<file path="src/logic/ht_pkg.sv">
// hash table package with table geometry, slot and bucket layout and queue payloads
`default_nettype none

package ht_pkg;

	// ----------------------------------------------------------------------
	// table geometry
	localparam int KEY_W = 64;
	localparam int PTR_W = 32;
	localparam int SIZE_W = 16;
	localparam int TAG_W = 16;
	localparam int SLOTS = 4;
	localparam int BUCKET_ADDR_W = 8;

	// queue depths
	localparam int RESP_DEPTH = 4;
	localparam int FREE_DEPTH = 4;

	// ----------------------------------------------------------------------
	typedef logic [KEY_W-1:0] key_t;
	typedef logic [PTR_W-1:0] ptr_t;
	typedef logic [SIZE_W-1:0] size_t;
	typedef logic [TAG_W-1:0] tag_t;
	typedef logic [BUCKET_ADDR_W-1:0] bucket_addr_t;
	typedef logic [$clog2(SLOTS)-1:0] slot_idx_t;

	// key zero marks an empty slot
	typedef struct packed {
		key_t key;
		ptr_t ptr;
		size_t size;
	} slot_t;

	typedef slot_t [SLOTS-1:0] bucket_t;

	typedef enum logic [1:0] {
		OP_GET = 2'd0,
		OP_SETCUR = 2'd1,
		OP_DELCUR = 2'd2
	} opcode_t;

	typedef enum logic [2:0] {
		ST_HIT = 3'd0,
		ST_MISS = 3'd1,
		ST_STORED = 3'd2,
		ST_REPLACED = 3'd3,
		ST_FULL = 3'd4
	} status_t;

	typedef struct packed {
		tag_t tag;
		status_t status;
		ptr_t ptr;
		size_t size;
	} resp_t;

	typedef struct packed {
		ptr_t ptr;
		size_t size;
	} free_t;

endpackage

`default_nettype wire
</file>
<file path="src/logic/ht_issue.sv">
// request acceptance stage that stalls on bucket hazards and launches both bucket reads
`default_nettype none

module ht_issue (
	input wire clk,
	input wire rst_regd,
	input wire req_valid,
	input wire ht_pkg::opcode_t req_op,
	input wire ht_pkg::key_t req_key,
	input wire ht_pkg::bucket_addr_t req_hash1,
	input wire ht_pkg::bucket_addr_t req_hash2,
	input wire ht_pkg::ptr_t req_ptr,
	input wire ht_pkg::size_t req_size,
	input wire ht_pkg::tag_t req_tag,
	input wire adv,
	input wire match_busy,
	input wire ht_pkg::bucket_addr_t match_hash1,
	input wire ht_pkg::bucket_addr_t match_hash2,
	input wire upd_busy,
	input wire ht_pkg::bucket_addr_t upd_addr,
	output logic req_ready,
	output logic rd_en,
	output ht_pkg::bucket_addr_t rd_addr1,
	output ht_pkg::bucket_addr_t rd_addr2,
	output logic iss_valid,
	output ht_pkg::opcode_t iss_op,
	output ht_pkg::key_t iss_key,
	output ht_pkg::bucket_addr_t iss_hash1,
	output ht_pkg::bucket_addr_t iss_hash2,
	output ht_pkg::ptr_t iss_ptr,
	output ht_pkg::size_t iss_size,
	output ht_pkg::tag_t iss_tag
);
	import ht_pkg::*;

	logic started;
	logic hazard;
	logic accept;

	function automatic logic pair_overlap(input bucket_addr_t a1, a2, b1, b2);
		return (a1 == b1) || (a1 == b2) || (a2 == b1) || (a2 == b2);
	endfunction

	// any bucket still owed a write by a later stage blocks the read
	assign hazard = (iss_valid && pair_overlap(req_hash1, req_hash2, iss_hash1, iss_hash2))
		|| (match_busy && pair_overlap(req_hash1, req_hash2, match_hash1, match_hash2))
		|| (upd_busy && (req_hash1 == upd_addr || req_hash2 == upd_addr));

	assign req_ready = started && adv && !hazard;
	assign accept = req_valid && req_ready;

	assign rd_en = accept;
	assign rd_addr1 = req_hash1;
	assign rd_addr2 = req_hash2;

	always_ff @(posedge clk) begin
		if (rst_regd) begin
			started <= 1'b0;
			iss_valid <= 1'b0;
		end else begin
			started <= 1'b1;
			if (adv) begin
				iss_valid <= accept;
			end
		end
	end

	always_ff @(posedge clk) begin
		if (accept) begin
			iss_op <= req_op;
			iss_key <= req_key;
			iss_hash1 <= req_hash1;
			iss_hash2 <= req_hash2;
			iss_ptr <= req_ptr;
			iss_size <= req_size;
			iss_tag <= req_tag;
		end
	end

	// zero is the empty marker and can never be stored
	a_key_nonzero: assert property (@(posedge clk) disable iff (rst_regd)
		accept |-> req_key != '0);

endmodule

`default_nettype wire

</file>
<file path="config.mk">
export PLATFORM = sky130hd
export DESIGN_NAME = ht_issue
export DESIGN_NICKNAME = d
export VERILOG_FILES = /design/src/logic/ht_pkg.sv /design/src/logic/ht_issue.sv
export SDC_FILE = /design/constraint.sdc
export NUM_CORES = 1
export LEC_CHECK = 0
export BUFFER_PORTS_ARGS = -buffer_cell sky130_fd_sc_hd__clkbuf_2
export CAP_MARGIN = 5
export CORE_AREA = 2 2 133 135
export CTS_CLUSTER_DIAMETER = 30
export DETAILED_ROUTE_END_ITERATION = 7
export DIE_AREA = 0 0 135 137
export PLACE_DENSITY = 0.71
export SLEW_MARGIN = 5
export SYNTH_ARGS = -nofsm -noshare
export SYNTH_HDL_FRONTEND = slang
export SYNTH_SLANG_ARGS = --single-unit
</file>
<file path="constraint.sdc">
create_clock -name clk -period 9.6 [get_ports clk]
set_input_delay 0.96 -clock clk [delete_from_list [all_inputs] [get_ports clk]]
set_output_delay 0.96 -clock clk [all_outputs]
set_load 0.005 [all_outputs]
</file>
# Yosys cells after proc, flatten, opt, wreduce, memory -nomap -nowiden
# Index checks and enable logic that the tools add are counted.
[word_totals]
register_bits = 148
inputBits = 176
output_inout_bits = 165
wordCells = 36
[classes]
n_eq_ne = 10
n_mux = 1
n_reduce_logical = 16
[op_table]
columns = ["op", "n"]
rows = [
  ["$eq 8x8->1", 10],
  ["$logic_or 1x1->1", 9],
  ["$logic_and 1x1->1", 6],
  ["$logic_not 1->1", 1],
  ["$mux 1", 1],
]

# Logic depth before layout (Yosys ltp)
[depth]
depth_word = 10
depth_mapped = 7
mapped_depth_nobuf = 6

# Worst setup path before layout
# No wires, ideal clock.
[synth_timing]
path_type = "input to output"
startpoint = "input req_hash2[1]"
endpoint = "output rd_en"
t_arrival_ns = 7.963
t_required_ns = 8.640
path_slack_ns = 0.677
cell_stages = 7
path_buffers = 1
path_cell_list = "buf_4 -> xnor2_1 -> nand4_1 -> nor2_1 -> o41ai_2 -> nand3_1 -> nor2_1"
[synth_between]
elab_chain_cells = 9
elab_cells_between_ends = 18
classes_between = "5 x eq/ne; 13 x reduce/logical"
[synth_rtl]
columns = ["element", "line_no", "source"]
rows = [
  ["start, declared", "ht_issue.sv:11", "input wire ht_pkg::bucket_addr_t req_hash2,"],
  ["$eq 8x8->1", "ht_issue.sv:41", "return (a1 == b1) || (a1 == b2) || (a2 == b1) || (a2 == b2);"],
  ["$logic_or 1x1->1 (2 in a row)", "ht_issue.sv:41", ""],
  ["$logic_and 1x1->1, on equally long branches", "ht_issue.sv:45, ht_issue.sv:46", ""],
  ["$logic_or 1x1->1", "ht_issue.sv:46", "|| (match_busy && pair_overlap(req_hash1, req_hash2, match_hash1, match_hash2))"],
  ["$logic_or 1x1->1 (*)", "ht_issue.sv:47", "|| (upd_busy && (req_hash1 == upd_addr || req_hash2 == upd_addr));"],
  ["$logic_not 1->1 (*)", "ht_issue.sv:49", "assign req_ready = started && adv && !hazard;"],
  ["$logic_and 1x1->1 (*)", "ht_issue.sv:49", ""],
  ["$logic_and 1x1->1 (*)", "ht_issue.sv:50", "assign accept = req_valid && req_ready;"],
  ["end, declared", "ht_issue.sv:22", "output logic rd_en,"],
]
# Every way passes the cells marked *; elsewhere a longest branch is shown, timed or not.

# Worst setup path in the final report
[layout_timing]
startpoint = "input req_hash2[4]"
endpoint = "output rd_en"
# Same word-level chain as after synthesis.

==> results_dict.tcl <==
set metrics [dict create \
    cts_buffers 17 \
    grtUsageTotal_pct 16.9 \
    clock.fmax_mhz 258 \
    syn2layout_area_growth_pct 40.7 \
    period_minus_slack_ps 3870 \
    cts_tree "done" \
    cp_slowest_cell "nor2_4" \
    post-route-cell-area_um2 7920 \
    synth_top_family_by_area "XOR/XNOR gates" \
    finalPower_mw 1.47 \
    synth-simple-area-share_pct 3.11 \
    critical_path.top_delay_family "simple AND/OR/NAND/NOR gates" \
    grt_pass1_wl_um 22500 \
    postCtsSetupBuffers 0 \
    final-hold-violation-count 0 \
    finalNetCount 806 \
    clockRootBuffer "clkbuf_16" \
    syn_inst 301 \
    post-route-util_pct 46.4 \
    power_frac_clock_pct 41.5 \
    hold_depth 2 \
    power.switching_mw 0.336 \
    status "finished clean" \
    drc_errors 0 \
    dr.pass1.iters 4 \
    grt_antenna_before_repair 0 \
    crit_cells 8 \
    irDropWorstVdd_mv 0.152 \
    worst-path-buf-inv 2 \
    crit_type "in -> out" \
    power.share.sequential_pct 50.5 \
    post_cts_resize_count 0 \
    synth_fa_ha_area_share_pct 0 \
    yosysSeqAreaShare_pct 78.6 \
    row_count 48 \
    io_pins 341 \
    gp_congestion 0.892 \
    grt_pass1_vias 3904 \
    post-route-period-util_pct 40.3 \
    required_ps 8640 \
    r2r_cells 7 \
    clkTransAtPathRegs_ps 60 \
    hold_buffers 0 \
    synth_cell_types 14 \
    instances_no_fill 867 \
    crit_path_cell_trace "clkbuf_2 > xnor2_1 > nand4_1 > nor2_1 > o41ai_2 > nand3_1 > nor2_4 > clkbuf_2" \
    drive_gt1_share_pct 58.6 \
    drv_slew 0 \
    rsz0062_at_grt "false" \
    clock-sinks 148 \
    cts_max_path_buffers 2 \
    placed_area_um2 7370 \
    end_kind "primary output" \
    synth-compound-area-share_pct 1.00 \
    postSynthAreaPerCell_um2 18.7 \
    num_vias 3805 \
    cp_common_cell "clkbuf_2" \
    grt-ovfl-total 0 \
    layout_commonest_cell "clkbuf_2" \
    setup_viol 0 \
    routed_wl_um 15700 \
    hpwlAfterDp_um 12500 \
    place_inst 836 \
    pwr-share-comb_pct 8.0 \
    skew_ps 8.05 \
    cellLeakagePower_nw 3.28 \
    die_w_um 135 \
    powerDensity_nw_per_um2 185 \
    synthMuxAreaShare_pct 0 \
    worstMarginPinSlew_ps 808 \
    fill_cells 1537 \
    layout_common_cells "clkbuf_2 (340), edfxtp_1 (146), xnor2_1 (80)" \
    worstPathMaxFanout 20 \
    p_int_mw 1.13 \
    diodes 0 \
    crit_path_start_kind "primary input" \
    first_iter_violations 182 \
    drv_cap 0 \
    synthXorXnorAreaFrac_pct 12.4 \
    slowest_delay_ps 560 \
    ys_ff_latch 148 \
    worstPathArrival_ps 2910 \
    core_area_um2 17100 \
    hold_class "reg -> reg" \
    htreeDepth 4 \
    insertion_delay_ps 410 \
    synth.yosys.warnings 0 \
    avgViaCountPerCell 4.39 \
    routedWlPerCell_um 18.1 \
    ant_nets 0 \
    die_h_um 137 \
    setup-tns-final_ps 0 \
    synthesis.area_um2 5630 \
    rrSetupSlack_ps 6500 \
    initial_core_util_pct 33.0 \
    grt_max_degree 68 \
    switching_share_pct 22.9 \
    die_area_um2 18500 \
    syn_nets 477 \
    relSlewSlack_pct 46.1 \
    port_buffers 340 \
]
power groups by stage:
stage	Combinational, mW	Sequential [mW]	Clock [mW]
after global placement	0.117	0.754	0
final	0.118	0.740	0.609
after floorplan	0.0530	0.760	0
after detailed placement	0.119	0.754	0
after global routing	0.129	0.742	0.649
after CTS	0.119	0.741	0.627
stage by stage:
step | setup WS, ps | hold slack [ps]
final | 5730 | 521
after global routing | 5590 | 547
after CTS | 5680 | 528
after detailed placement | 5670 | 519
after global placement | 5720 | 521
after floorplan | 677 | 490
state kept, by name (all words and copies together), names as in the netlist:
name,flops
iss_size,16
iss_key,64
started,1
iss_valid,1
iss_ptr,32
iss_tag,16
iss_hash2,8
iss_op,2
iss_hash1,8
cells by family after synthesis:
group           count (synthesis)
flops                         148
compound gates                  5
simple gates                   33
buf+inv                        35
xor+xnor                       80
layout make-up:
| type | instances | area, um2 | area share [%] |
|---|---|---|---|
| clock inverters | 13 | 118 | 1.48 |
| clock buffers | 18 | 429 | 5.42 |
| repair buffers | 342 | 1720 | 21.7 |
| flip-flops and latches | 148 | 4420 | 55.9 |
| inverters | 3 | 11.3 | 0.142 |
| multi-input cells | 118 | 940 | 11.9 |
| well taps | 225 | 282 | 3.55 |
per-layer routing:
layer  global-route usage (%)  part of all wire (%)
met5                        0                     0
met4                     5.44                   1.8
met3                     7.07                   9.4
met2                     29.0                    51
met1                     19.0                    37
final timing paths:
check / from / end
setup reg to reg: iss_hash1[3] / iss_key[23]
hold reg to reg: iss_valid / iss_valid
setup / recovery: req_hash2[4] / rd_en
hold / removal: iss_valid / iss_valid
tightest hold or removal path, cell delays in order (launching register included):
cell,delay [ps]
dfxtp_1,340
nand2_1,80
o31ai_2,60
synthesized netlist by cell type, drive strengths merged:
cell,n,area share [%]
buf,32,4.7
inv,3,0.20
nand4,20,2.2
o22ai,1,0.11
a21oi,1,0.089
edfxtp,146,78
o31ai,1,0.22
nand2,2,0.13
nor2,10,0.67
dfxtp,2,0.71
xnor2,80,12
nand3,1,0.089
o41ai,2,0.58
Power figures use the tool's default switching activity.
