`config.mk`:
```
export PLATFORM = sky130hd
export DESIGN_NAME = ht_match
export DESIGN_NICKNAME = d
export VERILOG_FILES = /design/src/logic/ht_pkg.sv /design/src/logic/ht_match.sv
export SDC_FILE = /design/constraint.sdc
export NUM_CORES = 1
export LEC_CHECK = 0
export BUFFER_PORTS_ARGS = -buffer_cell sky130_fd_sc_hd__buf_2
export CAP_MARGIN = 20
export CORE_AREA = 10 10 637 639
export DETAILED_ROUTE_END_ITERATION = 10
export DIE_AREA = 0 0 647 649
export PLACE_DENSITY = 0.3
export SLEW_MARGIN = 20
export SYNTH_ARGS = -nofsm -noshare
export SYNTH_HDL_FRONTEND = slang
export SYNTH_SLANG_ARGS = --single-unit
```
`constraint.sdc`:
```
create_clock -name clk -period 24.9 [get_ports clk]
set_clock_uncertainty 0.1 [all_clocks]
set_input_delay 3.735 -clock clk [delete_from_list [all_inputs] [get_ports clk]]
set_output_delay 3.735 -clock clk [all_outputs]
set_load 0.05 [all_outputs]
```
`src/logic/ht_pkg.sv`:
```
// hash table package with table geometry, slot and bucket layout and queue payloads
`default_nettype none

package ht_pkg;

	// ----------------------------------------------------------------------
	// table geometry
	localparam int KEY_W = 64;
	localparam int PTR_W = 32;
	localparam int SIZE_W = 16;
	localparam int TAG_W = 16;
	localparam int SLOTS = 4;
	localparam int BUCKET_ADDR_W = 8;

	// queue depths
	localparam int RESP_DEPTH = 4;
	localparam int FREE_DEPTH = 4;

	// ----------------------------------------------------------------------
	typedef logic [KEY_W-1:0] key_t;
	typedef logic [PTR_W-1:0] ptr_t;
	typedef logic [SIZE_W-1:0] size_t;
	typedef logic [TAG_W-1:0] tag_t;
	typedef logic [BUCKET_ADDR_W-1:0] bucket_addr_t;
	typedef logic [$clog2(SLOTS)-1:0] slot_idx_t;

	// key zero marks an empty slot
	typedef struct packed {
		key_t key;
		ptr_t ptr;
		size_t size;
	} slot_t;

	typedef slot_t [SLOTS-1:0] bucket_t;

	typedef enum logic [1:0] {
		OP_GET = 2'd0,
		OP_SETCUR = 2'd1,
		OP_DELCUR = 2'd2
	} opcode_t;

	typedef enum logic [2:0] {
		ST_HIT = 3'd0,
		ST_MISS = 3'd1,
		ST_STORED = 3'd2,
		ST_REPLACED = 3'd3,
		ST_FULL = 3'd4
	} status_t;

	typedef struct packed {
		tag_t tag;
		status_t status;
		ptr_t ptr;
		size_t size;
	} resp_t;

	typedef struct packed {
		ptr_t ptr;
		size_t size;
	} free_t;

endpackage

`default_nettype wire
```
`src/logic/ht_match.sv`:
```
// match stage that finds a key hit or a free slot across both candidate buckets
`default_nettype none

module ht_match (
	input wire clk,
	input wire rst_regd,
	input wire adv,
	input wire iss_valid,
	input wire ht_pkg::opcode_t iss_op,
	input wire ht_pkg::key_t iss_key,
	input wire ht_pkg::bucket_addr_t iss_hash1,
	input wire ht_pkg::bucket_addr_t iss_hash2,
	input wire ht_pkg::ptr_t iss_ptr,
	input wire ht_pkg::size_t iss_size,
	input wire ht_pkg::tag_t iss_tag,
	input wire ht_pkg::bucket_t rd_bucket1,
	input wire ht_pkg::bucket_t rd_bucket2,
	output logic match_busy,
	output ht_pkg::bucket_addr_t match_hash1,
	output ht_pkg::bucket_addr_t match_hash2,
	output logic m_valid,
	output ht_pkg::opcode_t m_op,
	output ht_pkg::key_t m_key,
	output ht_pkg::ptr_t m_ptr,
	output ht_pkg::size_t m_size,
	output ht_pkg::tag_t m_tag,
	output logic m_hit,
	output logic m_room,
	output ht_pkg::bucket_addr_t m_addr,
	output ht_pkg::slot_idx_t m_idx,
	output ht_pkg::bucket_t m_bucket
);
	import ht_pkg::*;

	logic [SLOTS-1:0] hit1;
	logic [SLOTS-1:0] hit2;
	logic [SLOTS-1:0] empty1;
	logic [SLOTS-1:0] empty2;
	logic sel_hit;
	logic sel_room;
	logic sel_second;
	slot_idx_t sel_idx;

	// lowest set slot wins
	function automatic slot_idx_t first_set(input logic [SLOTS-1:0] v);
		slot_idx_t idx;
		idx = '0;
		for (int i = SLOTS - 1; i >= 0; i--) begin
			if (v[i]) begin
				idx = slot_idx_t'(i);
			end
		end
		return idx;
	endfunction

	always_comb begin
		for (int i = 0; i < SLOTS; i++) begin
			hit1[i] = rd_bucket1[i].key == iss_key;
			hit2[i] = rd_bucket2[i].key == iss_key;
			empty1[i] = rd_bucket1[i].key == '0;
			empty2[i] = rd_bucket2[i].key == '0;
		end
	end

	// ----------------------------------------------------------------------
	// hit in hash1, hit in hash2, empty in hash1, empty in hash2
	always_comb begin
		sel_hit = 1'b0;
		sel_room = 1'b0;
		sel_second = 1'b0;
		sel_idx = '0;
		if (|hit1) begin
			sel_hit = 1'b1;
			sel_idx = first_set(hit1);
		end else if (|hit2) begin
			sel_hit = 1'b1;
			sel_second = 1'b1;
			sel_idx = first_set(hit2);
		end else if (|empty1) begin
			sel_room = 1'b1;
			sel_idx = first_set(empty1);
		end else if (|empty2) begin
			sel_room = 1'b1;
			sel_second = 1'b1;
			sel_idx = first_set(empty2);
		end
	end

	always_ff @(posedge clk) begin
		if (rst_regd) begin
			m_valid <= 1'b0;
		end else if (adv) begin
			m_valid <= iss_valid;
		end
	end

	always_ff @(posedge clk) begin
		if (adv && iss_valid) begin
			m_op <= iss_op;
			m_key <= iss_key;
			m_ptr <= iss_ptr;
			m_size <= iss_size;
			m_tag <= iss_tag;
			m_hit <= sel_hit;
			m_room <= sel_room;
			m_idx <= sel_idx;
			m_addr <= sel_second ? iss_hash2 : iss_hash1;
			m_bucket <= sel_second ? rd_bucket2 : rd_bucket1;
			match_hash1 <= iss_hash1;
			match_hash2 <= iss_hash2;
		end
	end

	assign match_busy = m_valid;

	// a key sits in at most one slot of its bucket pair
	a_key_unique: assert property (@(posedge clk) disable iff (rst_regd)
		iss_valid && iss_hash1 != iss_hash2 |-> $onehot0({hit1, hit2}));

endmodule

`default_nettype wire

```
* Word-level counts from Yosys, hierarchy flattened
Cells that the tools add are included.
Cells by class: $add $sub $neg 0, $mul 0, div/mod/pow operators 0, $lt $le $gt $ge 0, eq/ne operators 8, shifts and indexed selects 0, multiplexer cells 28, bitwise gates (word level) 0, reduce and logical (&&, ||, !) cells 14
Operators with widths (count):
- equality test 64 bit | 8
- zero test 64 bit | 8
- two-way mux 448 bit | 1
- two-way mux 2 bit | 20
- OR reduction 4 bit | 4
- two-way mux 8 bit | 1
- OR reduction 8 bit | 1
- two-way mux 1 bit | 6
- logical AND 1 bit | 1
Storage, ports and cells: register bits after elaboration 607, latch bits 0, RAM bits 0, memory bits (read-only) 0, bits of input ports 1046, output and inout bits 608, word-level logic and storage cells 74, memories kept 0

* Depth between registers and ports, before layout
depth after elaboration 9, mapped depth 11, mapped depth without buffers 7

* Worst setup path before layout
Ideal clock, no wire load.
path kind in2reg, start input port iss_valid, end register m_addr[0] (enable), arrival time 17.338 ns, required time 23.751 ns, slack 6.413 ns, stages on the path 1, path buffers 0, cells stage by stage and2_1
On the way: word-level cells in the longest chain between the ends 1
RTL lines:
- from (decl) | line ht_match.sv:8 | input wire iss_valid,
- logical AND 1 bit | line ht_match.sv:98 | if (adv && iss_valid) begin
- to (signal assigned) | line ht_match.sv:107 | m_addr <= sel_second ? iss_hash2 : iss_hash1;
- to (decl) | line ht_match.sv:29 | output ht_pkg::bucket_addr_t m_addr,
Every way passes these cells. A chain may end at the register's enable or synchronous reset.

* Worst setup path after layout
start input port iss_key[23], end register m_bucket[224] (netlist name) (data pin)
On the way: word-level cells in the longest chain between the ends 5
RTL lines:
- from (decl) | line ht_match.sv:10 | input wire ht_pkg::key_t iss_key,
- equality test 64 bit | line ht_match.sv:59 | hit2[i] = rd_bucket2[i].key == iss_key;
- OR reduction 4 bit | line ht_match.sv:75 | end else if (|hit2) begin
- two-way mux 1 bit | line ht_match.sv:75
- two-way mux 1 bit (*) | line ht_match.sv:72 | if (|hit1) begin
- two-way mux 448 bit (*) | line ht_match.sv:108 | m_bucket <= sel_second ? rd_bucket2 : rd_bucket1;
- to (signal assigned) | line ht_match.sv:108
- to (decl) | line ht_match.sv:31 | output ht_pkg::bucket_t m_bucket
Every way passes the cells marked *; elsewhere a longest branch is shown, timed or not.

==> run_results.csv <==
group,metric,value,unit
floorplanning,initial_core_util,8.46,%
yosys,synthFlopType,"edfxtp_1",
yosys,synth_cells,2060,
clock_network,cts_tree,"done",
route,post_drt_wl_per_cell,42.6,µm
floorplanning,rows,230,
power,power_density,68.2,nW/µm²
route,routed_via_density,3.25,
route,drtAntennaViolNets,0,
floorplanning,coreArea,392000,µm²
sta,hold_violations,0,
final_layout,drive_above_1_share,60.3,%
yosys,syn-num-nets,3106,
route,drt_iter0_drc,3099,
clock_network,cts_sinks,607,
clock_network,htreeDepth,3,
placement,place_hpwl,336,mm
floorplanning,die-area,420000,µm²
final_layout,area_delta_synth_final,52.3,%
yosys,async_flop_share,0,%
final_layout,fill_cells,44670,
grt,grt_use_total,17.6,%
route,vias,29743,
sta,fin_crit,10.37,ns
clock_network,postCtsHoldBufs,0,
yosys,synthXorXnorAreaFrac,13.5,%
clock_network,numCtsBuffers,98,
placement,post-place-ws,13.61,ns
sta,setup_viol,0,
run,drv_cap,0,
clock_network,cts_setup_buffers,0,
placement,io_buffer_count,1653,
clock_network,cts_max_path_buffers,4,
setup_path,worstSetupPathType,"input port to register",
route,firstDrtPassIters,5,
sta,period_share,41.7,%
placement,gp_congestion,0.892,
setup_path,crit_fanout,93,
grt,grt_max_degree,124,
power,p_leak,20.6,nW
clock_network,clockRootBuffer,"clkbuf_16",
floorplanning,die_h,649,µm
sta,holdWs,0.465,ns
sta,tns,0,ns
setup_path,start_kind,"input port",
grt,grt_pass1_wl,456,mm
setup_path,end_kind,"register",
sta,layout_setup_ws,14.53,ns
yosys,synth_top_area_share,54.9,%
setup_path,required,25.37,ns
yosys,yosys_warnings,0,
sta,timing.fmax,96.4,MHz
yosys,synthAdderAreaFrac,0,%
clock_network,cts_resized,0,
run_status,outcome,"finished clean",
floorplanning,pin_count,1654,
yosys,yosysSeqAreaShare,54.9,%
grt,antenna_found_initial,417,
yosys,ys_ff_latch,607,
sta,grt_setup_unrepaired,"false",
yosys,synth_common_cells,"606 x edfxtp_1, 448 x xor2_1, 440 x mux2_4",
yosys,netlist_area,33200,µm²
sta,worst_slew_pin_slew,1.19,ns
route,drt-total-wl,390,mm
floorplanning,die_w,647,µm
sta,slew_headroom,20.4,%
route,drc,0,
min_path,hp-class,"register to register",
clock_network,cts.clk_slew.worst_paths,0.06,ns
yosys,synth_edf_count,606,
yosys,synth-simple-area-share,6.83,%
clock_network,clk_latency,0.87,ns
yosys,post-synth-top-area-cell,"edfxtp_1",
setup_path,worstPathArrival,10.84,ns
yosys,synth.avg_cell_area,16.1,µm²
yosys,synth.distinct_cells,35,
power,peakVddDrop,0.0527,mV
final_layout,nets,4790,
yosys,synth_mux_area_share,20.5,%
yosys,synth_top_family_by_area,"multiplexers",
grt,globalRouteOverflowTotal,0,
yosys,synth_most_common_cell,"edfxtp_1",
yosys,synth_compound_area_share,0.298,%
sta,slew_violations,0,
yosys,synth_area_leaders,"edfxtp_1 55%, mux2_4 20%, xor2_1 12%",
grt,grt_pass1_vias,29135,
-- cell type report --
cell class | instances | area (µm²) | area share [%]
repair buffers | 1700 | 8650 | 17.1
flip-flops and latches | 607 | 18200 | 36.1
clock inverters | 55 | 546 | 1.08
well taps | 5220 | 6530 | 12.9
diodes | 118 | 295 | 0.585
multi-input cells | 1333 | 13700 | 27.1
inverters | 4 | 15.0 | 0.0297
clock buffers | 115 | 2540 | 5.02
-- worst max-delay path, stage by stage --
cell and delay (ns):
buf_2 0.67, xor2_1 0.22, nor4_1 0.52, nand4_1 0.20, nor4_2 0.73, buf_4 0.26, nor4_1 0.08, a21bo_4 0.61
buf_12 0.52, buf_4 0.75, buf_4 0.67, buf_4 0.85, mux2_4 0.36
-- logic make-up (layout without fill, tap and decap cells) --
kind of cell              Yosys count  after routing
DFF                               607            607
xor gates and xnor gates          512            512
muxes                             456            456
and+or+nand+nor                   351            351
buffers and inverters             120           1874
AOI/OAI and AO/OA                  14             14
other                               0            118
-- per-stage QoR --
step	std cells	util, %	cell area, µm²	power, mW
CTS	9034	12.8	50200	3.53
global route	9092	12.8	50300	3.57
detailed placement	8864	12.0	47100	2.06
finish	9152	12.9	50500	3.45
floorplan	2060	-	33200	1.65
global placement	8863	12.0	47100	2.07
-- metal layers --
layer | part of all wire (%) | global-route usage [%]
met4 | 3.3 | 4.57
met5 | 0.39 | 0
met1 | 36 | 18.8
met3 | 12 | 8.91
met2 | 49 | 30.6
-- sequential cells by signal (all words and copies together) (netlist names), 8 cells and up --
signal	flops
m_size	16
m_ptr	32
m_bucket	448
match_hash2	8
m_key	64
m_tag	16
m_addr	8
match_hash1	8
-- report_power, final --
part           internal [mW]  switching [mW]
logic                  0.194           0.604
clock network          0.809           0.608
registers               1.20          0.0282
-- cell usage in the layout, fill, tap and decap left out, drive strengths merged --
cell      Yosys  layout
a32oi         1       1
o21bai        1       1
nor2          5       5
and2          1       1
o31ai         2       2
mux2        456     456
o21ai         1       1
clkbuf        0     115
bufinv        0       8
a21bo         1       1
a21o          1       1
clkinv        0      31
inv           4       9
nor4        260     260
a21oi         3       3
clkinvlp      0      11
a31oi         1       1
or4           3       3
xnor2        64      64
nand4        77      77
nand3b        1       1
and4          1       1
nand2         1       1
nor4b         1       1
nor2b         1       1
buf         116    1700
dfxtp         1       1
a21boi        1       1
edfxtp      606     606
a211oi        1       1
xor2        448     448
a211o         1       1
diode         0     118
-- final timing paths --
kind                              to                 start  slack, ns  cells after the start
min reg2reg     m_valid$_SDFFE_PP0P_  m_valid$_SDFFE_PP0P_       0.47                      2
min             m_valid$_SDFFE_PP0P_  m_valid$_SDFFE_PP0P_       0.47                      2
max          m_bucket[224]$_DFFE_PP_           iss_key[23]      14.53                     13
max reg2reg     m_valid$_SDFFE_PP0P_  m_valid$_SDFFE_PP0P_      24.14                      2
No activity file was read; power rests on OpenSTA's default activity.
