==> src/logic/ht_pkg.sv <==
// hash table package with table geometry, slot and bucket layout and queue payloads
`default_nettype none

package ht_pkg;

	// ----------------------------------------------------------------------
	// table geometry
	localparam int KEY_W = 64;
	localparam int PTR_W = 32;
	localparam int SIZE_W = 16;
	localparam int TAG_W = 16;
	localparam int SLOTS = 4;
	localparam int BUCKET_ADDR_W = 8;

	// queue depths
	localparam int RESP_DEPTH = 4;
	localparam int FREE_DEPTH = 4;

	// ----------------------------------------------------------------------
	typedef logic [KEY_W-1:0] key_t;
	typedef logic [PTR_W-1:0] ptr_t;
	typedef logic [SIZE_W-1:0] size_t;
	typedef logic [TAG_W-1:0] tag_t;
	typedef logic [BUCKET_ADDR_W-1:0] bucket_addr_t;
	typedef logic [$clog2(SLOTS)-1:0] slot_idx_t;

	// key zero marks an empty slot
	typedef struct packed {
		key_t key;
		ptr_t ptr;
		size_t size;
	} slot_t;

	typedef slot_t [SLOTS-1:0] bucket_t;

	typedef enum logic [1:0] {
		OP_GET = 2'd0,
		OP_SETCUR = 2'd1,
		OP_DELCUR = 2'd2
	} opcode_t;

	typedef enum logic [2:0] {
		ST_HIT = 3'd0,
		ST_MISS = 3'd1,
		ST_STORED = 3'd2,
		ST_REPLACED = 3'd3,
		ST_FULL = 3'd4
	} status_t;

	typedef struct packed {
		tag_t tag;
		status_t status;
		ptr_t ptr;
		size_t size;
	} resp_t;

	typedef struct packed {
		ptr_t ptr;
		size_t size;
	} free_t;

endpackage

`default_nettype wire
==> src/logic/ht_queue.sv <==
// small circular valid/ready FIFO for response and free records
`default_nettype none

module ht_queue #(
	parameter type payload_t = ht_pkg::resp_t,
	parameter int DEPTH = 4
) (
	input wire clk,
	input wire rst_regd,
	input wire in_valid,
	input wire payload_t in_data,
	input wire out_ready,
	output logic in_ready,
	output logic out_valid,
	output payload_t out_data
);
	typedef logic [$clog2(DEPTH)-1:0] qptr_t;
	typedef logic [$clog2(DEPTH+1)-1:0] qcnt_t;

	payload_t mem [DEPTH];
	qptr_t head;
	qptr_t tail;
	qcnt_t count;
	logic push;
	logic pop;

	assign in_ready = count != qcnt_t'(DEPTH);
	assign out_valid = count != '0;
	assign out_data = mem[head];
	assign push = in_valid && in_ready;
	assign pop = out_valid && out_ready;

	always_ff @(posedge clk) begin
		if (rst_regd) begin
			head <= '0;
			tail <= '0;
			count <= '0;
		end else begin
			if (push) begin
				tail <= (tail == qptr_t'(DEPTH - 1)) ? '0 : tail + 1'b1;
			end
			if (pop) begin
				head <= (head == qptr_t'(DEPTH - 1)) ? '0 : head + 1'b1;
			end
			// simultaneous push and pop leaves the count alone
			case ({push, pop})
				2'b10: count <= count + 1'b1;
				2'b01: count <= count - 1'b1;
				default: count <= count;
			endcase
		end
	end

	always_ff @(posedge clk) begin
		if (push) begin
			mem[tail] <= in_data;
		end
	end

endmodule

`default_nettype wire

==> config.mk <==
export PLATFORM = sky130hd
export DESIGN_NAME = ht_queue
export DESIGN_NICKNAME = d
export VERILOG_FILES = /design/src/logic/ht_pkg.sv /design/src/logic/ht_queue.sv
export SDC_FILE = /design/constraint.sdc
export NUM_CORES = 1
export LEC_CHECK = 0
export BUFFER_PORTS_ARGS = -buffer_cell sky130_fd_sc_hd__buf_2
export CELL_PAD_IN_SITES_DETAIL_PLACEMENT = 0
export CELL_PAD_IN_SITES_GLOBAL_PLACEMENT = 1
export CORE_UTILIZATION = 32
export CTS_CLUSTER_DIAMETER = 40
export DETAILED_ROUTE_END_ITERATION = 8
export GPL_ROUTABILITY_DRIVEN = 0
export PLACE_DENSITY_LB_ADDON = 0.2
export RECOVER_POWER = 50
export SLEW_MARGIN = 30
export SYNTH_ARGS = -nofsm -noshare
export SYNTH_HDL_FRONTEND = slang
export SYNTH_SLANG_ARGS = --single-unit
export TNS_END_PERCENT = 30
==> constraint.sdc <==
create_clock -name clk -period 2.6 [get_ports clk]
set_input_delay 0.13 -clock clk [delete_from_list [all_inputs] [get_ports clk]]
set_output_delay 0.13 -clock clk [all_outputs]
set_load 0.01 [all_outputs]
# Yosys cells after proc, flatten, opt, wreduce, memory -nomap -nowiden

Memory sizes are Yosys's and may differ from the RTL's. A register that Yosys moved wholly into a read port is not among the register bits.
Index checks and enable logic that the tools add are counted.
Widths: inputs -> output; s select.

RAM bits: 268
Flip-flop bits (word level): 7
Logic and storage cells: 24
Memories kept: 1

Memory list:

| name | depth | width | rd ports | clocked after memory_dff | wr ports | RTL line       | source |
|---|---|---|---|---|---|---|---|
| mem  | 4     | 67    | 1        | 1                        | 1        | ht_queue.sv:20 | `payload_t mem [DEPTH];` |

Multiplexer cells: 7
Equality and inequality tests: 5
$add $sub $neg: 4
Reductions and logical operators: 4

Operators with widths:

| operator            | number |
|---|---|
| $mux 2              | 4 |
| $eq 2x2->1 const B  | 3 |
| $pmux 3 s2          | 1 |
| $add 2x1->2 const B | 2 |
| $add 3x1->3 const B | 1 |
| $ne 3x3->1 const B  | 1 |
| $reduce_bool 3->1   | 1 |
| $sub 3x1->3 const B | 1 |
| $eq 2x1->1 const B  | 1 |
| $logic_and 1x1->1   | 2 |
| $mux 1              | 2 |
| $reduce_bool 2->1   | 1 |

# Longest topological paths before layout

Gate-level depths: netlist of run 1.

Depth after elaboration: 4
Gate-level depth with buffers: 9
Depth with buffers taken out: 8

# Least setup slack after synthesis of run 1

Ideal clock, no wire load.

Kind: reg2reg
Start: reg count[2]
End: reg count[2]
Path buffers: 1
Period minus slack after synthesis: 2.315 ns
Arrival: 2.244 ns
Setup slack: 0.285 ns
Stages on the path, launching flop included: 10
Library setup time: 0.070 ns
Cells stage by stage: dfxtp_1 -> or3b_1 -> clkbuf_2 -> nand2_1 -> ha_1 -> inv_1 -> fa_1 -> xor2_1 -> or3_2 -> a21oi_1

Cells in the longest elaborated chain, start to end: 4
Elaborated cells between the ends (all ways): 10

Ends and longest elaborated chain:

| item                                                   | RTL line       | source |
|---|---|---|
| start: declaration                                     | ht_queue.sv:23 | `qcnt_t count;` |
| start signal: assignment                               | ht_queue.sv:47 | `2'b10: count <= count + 1'b1;` |
| start signal: assignment                               | ht_queue.sv:48 | `2'b01: count <= count - 1'b1;` |
| start signal: assignment                               | ht_queue.sv:49 | `default: count <= count;` |
| $ne 3x3->1 (*)                                         | ht_queue.sv:27 | `assign in_ready = count != qcnt_t'(DEPTH);` |
| named net in_ready                                     | ht_queue.sv:13 | `output logic in_ready,` |
| $logic_and 1x1->1 (*)                                  | ht_queue.sv:30 | `assign push = in_valid && in_ready;` |
| $eq 2x1->1 / $eq 2x2->1 (equally long branches)        | ht_queue.sv:46 | `case ({push, pop})` |
| $pmux 3 s2 / $reduce_bool 2->1 (equally long branches) | n/a            |  |

Mark *: on every way through the listed nets, which the timed path passes. The rest lies on a longest branch.
A chain may end at the register's enable or synchronous reset.

# Final worst setup path of run 1

Start: reg count[2]
End: reg count[2]

Cells in the longest elaborated chain, start to end: 4
Elaborated cells between the ends (all ways): 10

Ends and longest elaborated chain:

| item                                                   | RTL line |
|---|---|
| $ne 3x3->1 / $reduce_bool 3->1 (equally long branches) | ht_queue.sv:27, ht_queue.sv:28 |
| $logic_and 1x1->1 (on tied branches)                   | ht_queue.sv:30, ht_queue.sv:31 |
| $eq 2x1->1 / $eq 2x2->1 (equally long branches)        | ht_queue.sv:46 |
| $pmux 3 s2 / $reduce_bool 2->1 (equally long branches) | n/a |

Several ways; a longest one is shown, not always the timed one.

==> results of run 1 <==
cell families (layout without fill, tap and decap cells):
kind of cell / after synthesis / count (layout) / share of synthesized area (%)
compound gates: 7 / 7 / 0.443
xor+xnor: 2 / 2 / 0.172
fa+ha+maj: 7 / 7 / 0.936
buf+inv: 23 / 300 / 1.39
flops: 277 / 277 / 81.0
mux: 69 / 69 / 15.1
simple gates: 17 / 17 / 0.998
per-layer routing:
metal  wire length (microns)  GRT usage, %
met4                     412          3.90
met2                    9640          20.6
met5                       0             0
met1                    8940          16.7
met3                    1180          3.35
worst max-delay path: stages, from the launching register on:
cell	delay [ps]
dfxtp_1	380
or3b_4	450
nand2_1	160
ha_1	210
inv_1	60
fa_1	370
xor2_1	160
or3_2	410
a21oi_1	150
through the flow:
stage	total power [mW]	hold slack, ps	util [%]	cells
3_5_place_dp	8.07	348	37.1	932
4_1_cts	13.6	58.5	43.8	1075
2_1_floorplan	7.11	229	-	402
6_report	13.3	67.0	43.5	1075
5_1_grt	13.9	91.4	43.5	1075
3_3_place_gp	8.01	339	37.1	932
area by class of cell:
cell class / count / area [sq um] / area share, %
Clock buffer: 44 / 1060 / 7.88
Clock inverter: 30 / 320 / 2.38
Inverter: 6 / 22.5 / 0.168
Multi-Input combinational cell: 102 / 1790 / 13.3
Sequential cell: 277 / 8240 / 61.3
Tap cell: 396 / 495 / 3.69
Timing Repair Buffer: 220 / 1520 / 11.3
registers in the layout, indices dropped and copies added, names as in the netlist, named ones only:
register	flops
mem	268
count	3
head	2
tail	2
power by group:
part | leakage, nW | total [mW] | switching [mW] | internal [mW]
sequential | 2.53 | 5.51 | 0.136 | 5.37
clock | 0.646 | 5.36 | 1.91 | 3.46
combinational | 1.25 | 2.45 | 1.27 | 1.19
total | 4.43 | 13.3 | 3.31 | 10.0
timing repair:
action,4_1_cts,5_1_grt
gates resized for setup,0,1
buffers inserted,0,0
setup endpoints to repair,0,1
endpoints found under the hold margin,276,0
hold buffers,69,0
worst paths after layout:
path	start	end	slack (ps)	cells past startpoint
setup / recovery	count[2]	count[2]	180	8
hold / removal	out_ready	flop	70	4
setup reg to reg	count[2]	count[2]	180	8
hold reg to reg	head[0]	flop	510	2
cells in the final DEF (no fill, tap or decap), types with 6 or more instances in the layout:
master / count
mux4_2: 67
ha_1: 6
clkbuf_1: 69
inv_1: 6
dlygate4sd3_1: 69
clkinvlp_4: 8
dfxtp_1: 7
buf_12: 10
buf_2: 72
clkinv_1: 7
clkbuf_16: 42
edfxtp_1: 268
==> run summary, run 1 <==
Status: completed
Detailed placement HPWL: 12.0 mm
Final Critical Period: 2420 ps
CP Data Arrival Time: 2840 ps
CTS tree: yes
Max Cap Viol: 0
CTS Root Buffer Type: clkbuf_16
Largest net degree at the start of global routing: 50
GRT overflow: 0
Starting Density: 32.9%
Area leader, netlist: edfxtp_1
Sequential fraction of the synthesis area: 81.0%
CTS buffer count: 40
Die area: 32500 sq um
Worst-Skew Late Latency: 510 ps
Worst setup SP type: flop
Antenna violations before repair: 0
Die Height: 180 microns
Crit Path Max Fanout: 7
Highest Clock Rate: 0.413 GHz
Static leakage: 4.43 nW
WL final: 20.2 mm
P&R area growth vs syn: 32.3%
Core area: 30900 sq um
Worst Hold Class: in -> reg
Vias/cell: 4.65
Setup TNS Final: 0 ps
Ranking of synthesized cells by area: edfxtp_1, mux4_2, dfxtp_1
Commonest cells post-synth: edfxtp_1, mux4_2, dfxtp_1, ha_1, inv_1
Number of flops mapped to enable cells by yosys: 268
DRT antenna net count: 0
Worst slew pin tran: 1370 ps
Pre-CTS setup slack: 111 ps
Deepest clock path buffer count: 3
Pwr dens: 991 nW/um^2
DRC Markers: 0
NumNets Final: 725
Final Max Slew Viols: 0
# rows: 64
Post-Synthesis Cells: 402
Filler cell count: 2712
Die X: 180 microns
Vias in the first global route: 5496
# port buffers: 139
Synth top area share: 79.2%
Cell Area, Synth: 10200 sq um
RSZ-0062 raised after global routing: no
ANT cells: 0
FFs w/ async S/R, synth: 0%
Initial DRC count: 216
Clk sink count: 277
VDD IR max: 0.500 mV
TritonRoute pass-1 iters: 4
Drt wl/cell: 18.8 microns
H-tree levels: 2
CP Capture Type: flop
Syn_area_per_cell: 25.3 sq um
Setup CP Type: reg -> reg
WP data required: 3020 ps
GRT Overall Usage: 12.7%
Post-DP Area: 11500 sq um
Skew final: 16.9 ps
Most used standard cell by instance count after synthesis: edfxtp_1
Final-report hold violation count: 0
Slack of the critical path: 180 ps
Final setup violation count: 0
Post-route design area: 13400 sq um
Global-route wire length before repair: 31.2 mm
Clock Pin Slew Worst Setup and Hold Paths: 50 ps
Syn_nets: 480
Top FF cell, synth: edfxtp_1
Netlist cell types: 25
Period utilization: 93.1%
Synthesized flop and latch total: 277
Slew HR: 8.95%
Fraction of layout cells with a size suffix above 1: 32.8%
I/O Pins: 140
DR vias: 5000
Yosys Warn Count: 0
Power figures use the tool's default switching activity.
==> run 2: changes to the inputs <==
--- a/config.mk
+++ b/config.mk
@@ -8,6 +8,7 @@
 export BUFFER_PORTS_ARGS = -buffer_cell sky130_fd_sc_hd__buf_2
 export CELL_PAD_IN_SITES_DETAIL_PLACEMENT = 0
 export CELL_PAD_IN_SITES_GLOBAL_PLACEMENT = 1
+export CORE_ASPECT_RATIO = 0.5
 export CORE_UTILIZATION = 32
 export CTS_CLUSTER_DIAMETER = 40
 export DETAILED_ROUTE_END_ITERATION = 8
==> run 2 against run 1 <==
Worst hold slack lost 42 ps. Largest power group unchanged. Final cell count is 1.5% higher. Fmax is 3.7% higher. Global-route usage increased by 0.42 points. Non-clock buffer count is 7 higher. Combinational power hardly changed. Worst setup slack gained 86 ps. Design area fell by 1.8%. First-iteration DRC count is 19% higher. Largest cell class unchanged. Sequential cell count stayed put.
==> run summary, run 2 (synthesized netlist as in run 1, its figures left out) <==
I/O Pins: 140
Skew final: 8.00 ps
Postcts setup bufs: 0
# rows: 45
Slew HR: 49.2%
Deepest clock path buffer count: 3
TritonRoute pass-1 iters: 4
Setup TNS Final: 0 ps
CP Capture Type: flop
DRT antenna net count: 0
Initial DRC count: 258
Final-report hold violation count: 0
Die area: 32500 sq um
GRT overflow: 0
Clock network fraction of total power: 35.1%
Vias/cell: 4.47
Drt wl/cell: 19.1 microns
Post-CTS Resized: 0
Largest net degree at the start of global routing: 33
Worst setup SP type: flop
Vias in the first global route: 5303
Global-route wire length before repair: 31.6 mm
Final hold slack: 25.3 ps
Highest Clock Rate: 0.429 GHz
WP data required: 3080 ps
Starting Density: 33.0%
CP Data Arrival Time: 2810 ps
Post-Place Cells: 966
Final setup violation count: 0
Largest delay share family, worst path: simple AND/OR/NAND/NOR gates
Clock Pin Slew Worst Setup and Hold Paths: 60 ps
VDD IR max: 0.553 mV
Total power: 12.4 mW
RSZ-0062 raised after global routing: no
Pwr dens: 937 nW/um^2
Status: completed
Pre-CTS setup slack: 258 ps
Setup CP Type: reg -> reg
Slack of the critical path: 266 ps
P&R area growth vs syn: 29.9%
DRC Markers: 0
Clk sink count: 277
DR vias: 4879
Sequential power share: 44.9%
P_sw: 3.17 mW
Final Max Slew Viols: 0
Post-route design area: 13200 sq um
Gate power share: 20.0%
# port buffers: 139
Die Height: 128 microns
Hold Buf Count CTS: 69
Post-DP Area: 11600 sq um
Period utilization: 89.8%
Final core occ: 42.9%
Max FFs per register: 268
Worst-path cell chain: or3b_1 -> nand2_1 -> ha_1 -> inv_1 -> fa_1 -> xor2_1 -> or3_2 -> a21oi_1
Crit-path max cell delay: 400 ps
Worst Hold Class: in -> reg
Detailed placement HPWL: 13.1 mm
Antenna violations before repair: 1
CTS buffer count: 31
Top reg by flops: mem
GRT Overall Usage: 13.1%
Commonest non-fill, non-tap cell in the layout: edfxtp_1
Core area: 30700 sq um
Final Critical Period: 2330 ps
Die X: 254 microns
Sw frac: 25.6%
Crit Path Max Fanout: 5
Worst R2R Setup Slack: 270 ps
Worst-Skew Late Latency: 540 ps
Internal power: 9.20 mW
NumNets Final: 723
Fraction of layout cells with a size suffix above 1: 31.9%
Static leakage: 4.31 nW
Largest regs: mem: 268 flops, count: 3 flops
H-tree levels: 1
Max Cap Viol: 0
CTS tree: yes
Hold Startpoint: out_ready
Most frequent cells in the layout: edfxtp_1, clkbuf_1, buf_2
Worst slew pin tran: 762 ps
CTS Root Buffer Type: clkbuf_16
Reg2reg start: count[2]
Final Non-Filler Cells: 1091
WL final: 20.8 mm
Slowest cell on the critical path: or3_2
Buf/Inv on CP: 1
Worst setup path startpoint: count[2]
## run 2: power groups by stage
stage	Sequential (mW)	Clock, mW	Combinational, mW
finish	5.56	4.34	2.47
detailed placement	5.66	0	2.49
CTS	5.57	4.46	2.59
floorplan	5.54	0	1.57
global route	5.61	4.63	2.69
global placement	5.65	0	2.49
## run 2: final cells by class
type	count	area, sq um
clock inverters	20	239
repair buffers	227	1580
well taps	423	529
inverters	6	22.5
diodes	1	2.50
fillers	2759	17500
multi-input cells	102	1800
flip-flops and latches	277	8240
clock buffers	35	791
## run 2: metal layers
layer,GRT usage (%),share of wire [%],up-vias
li1,-,-,2216
met1,17.3,43,2557
met2,22.2,51,79
met3,2.80,3.7,27
met4,3.33,1.8,0
met5,0,0,-
## run 2: final timing paths
path,endpoint,cells past startpoint
max,count[2],8
min,flop,4
max reg2reg,count[2],8
min reg2reg,flop,2
## run 2: worst reg2reg max path: cells and delay by family, from the launching register on
family	cells	cell delay (ps)
AND/OR/NAND/NOR	3	950
adder cells (fa/ha/maj)	2	580
buffers and inverters	1	60
XOR/XNOR	1	160
flip-flops	1	370
AO/OA/AOI/OAI	1	140
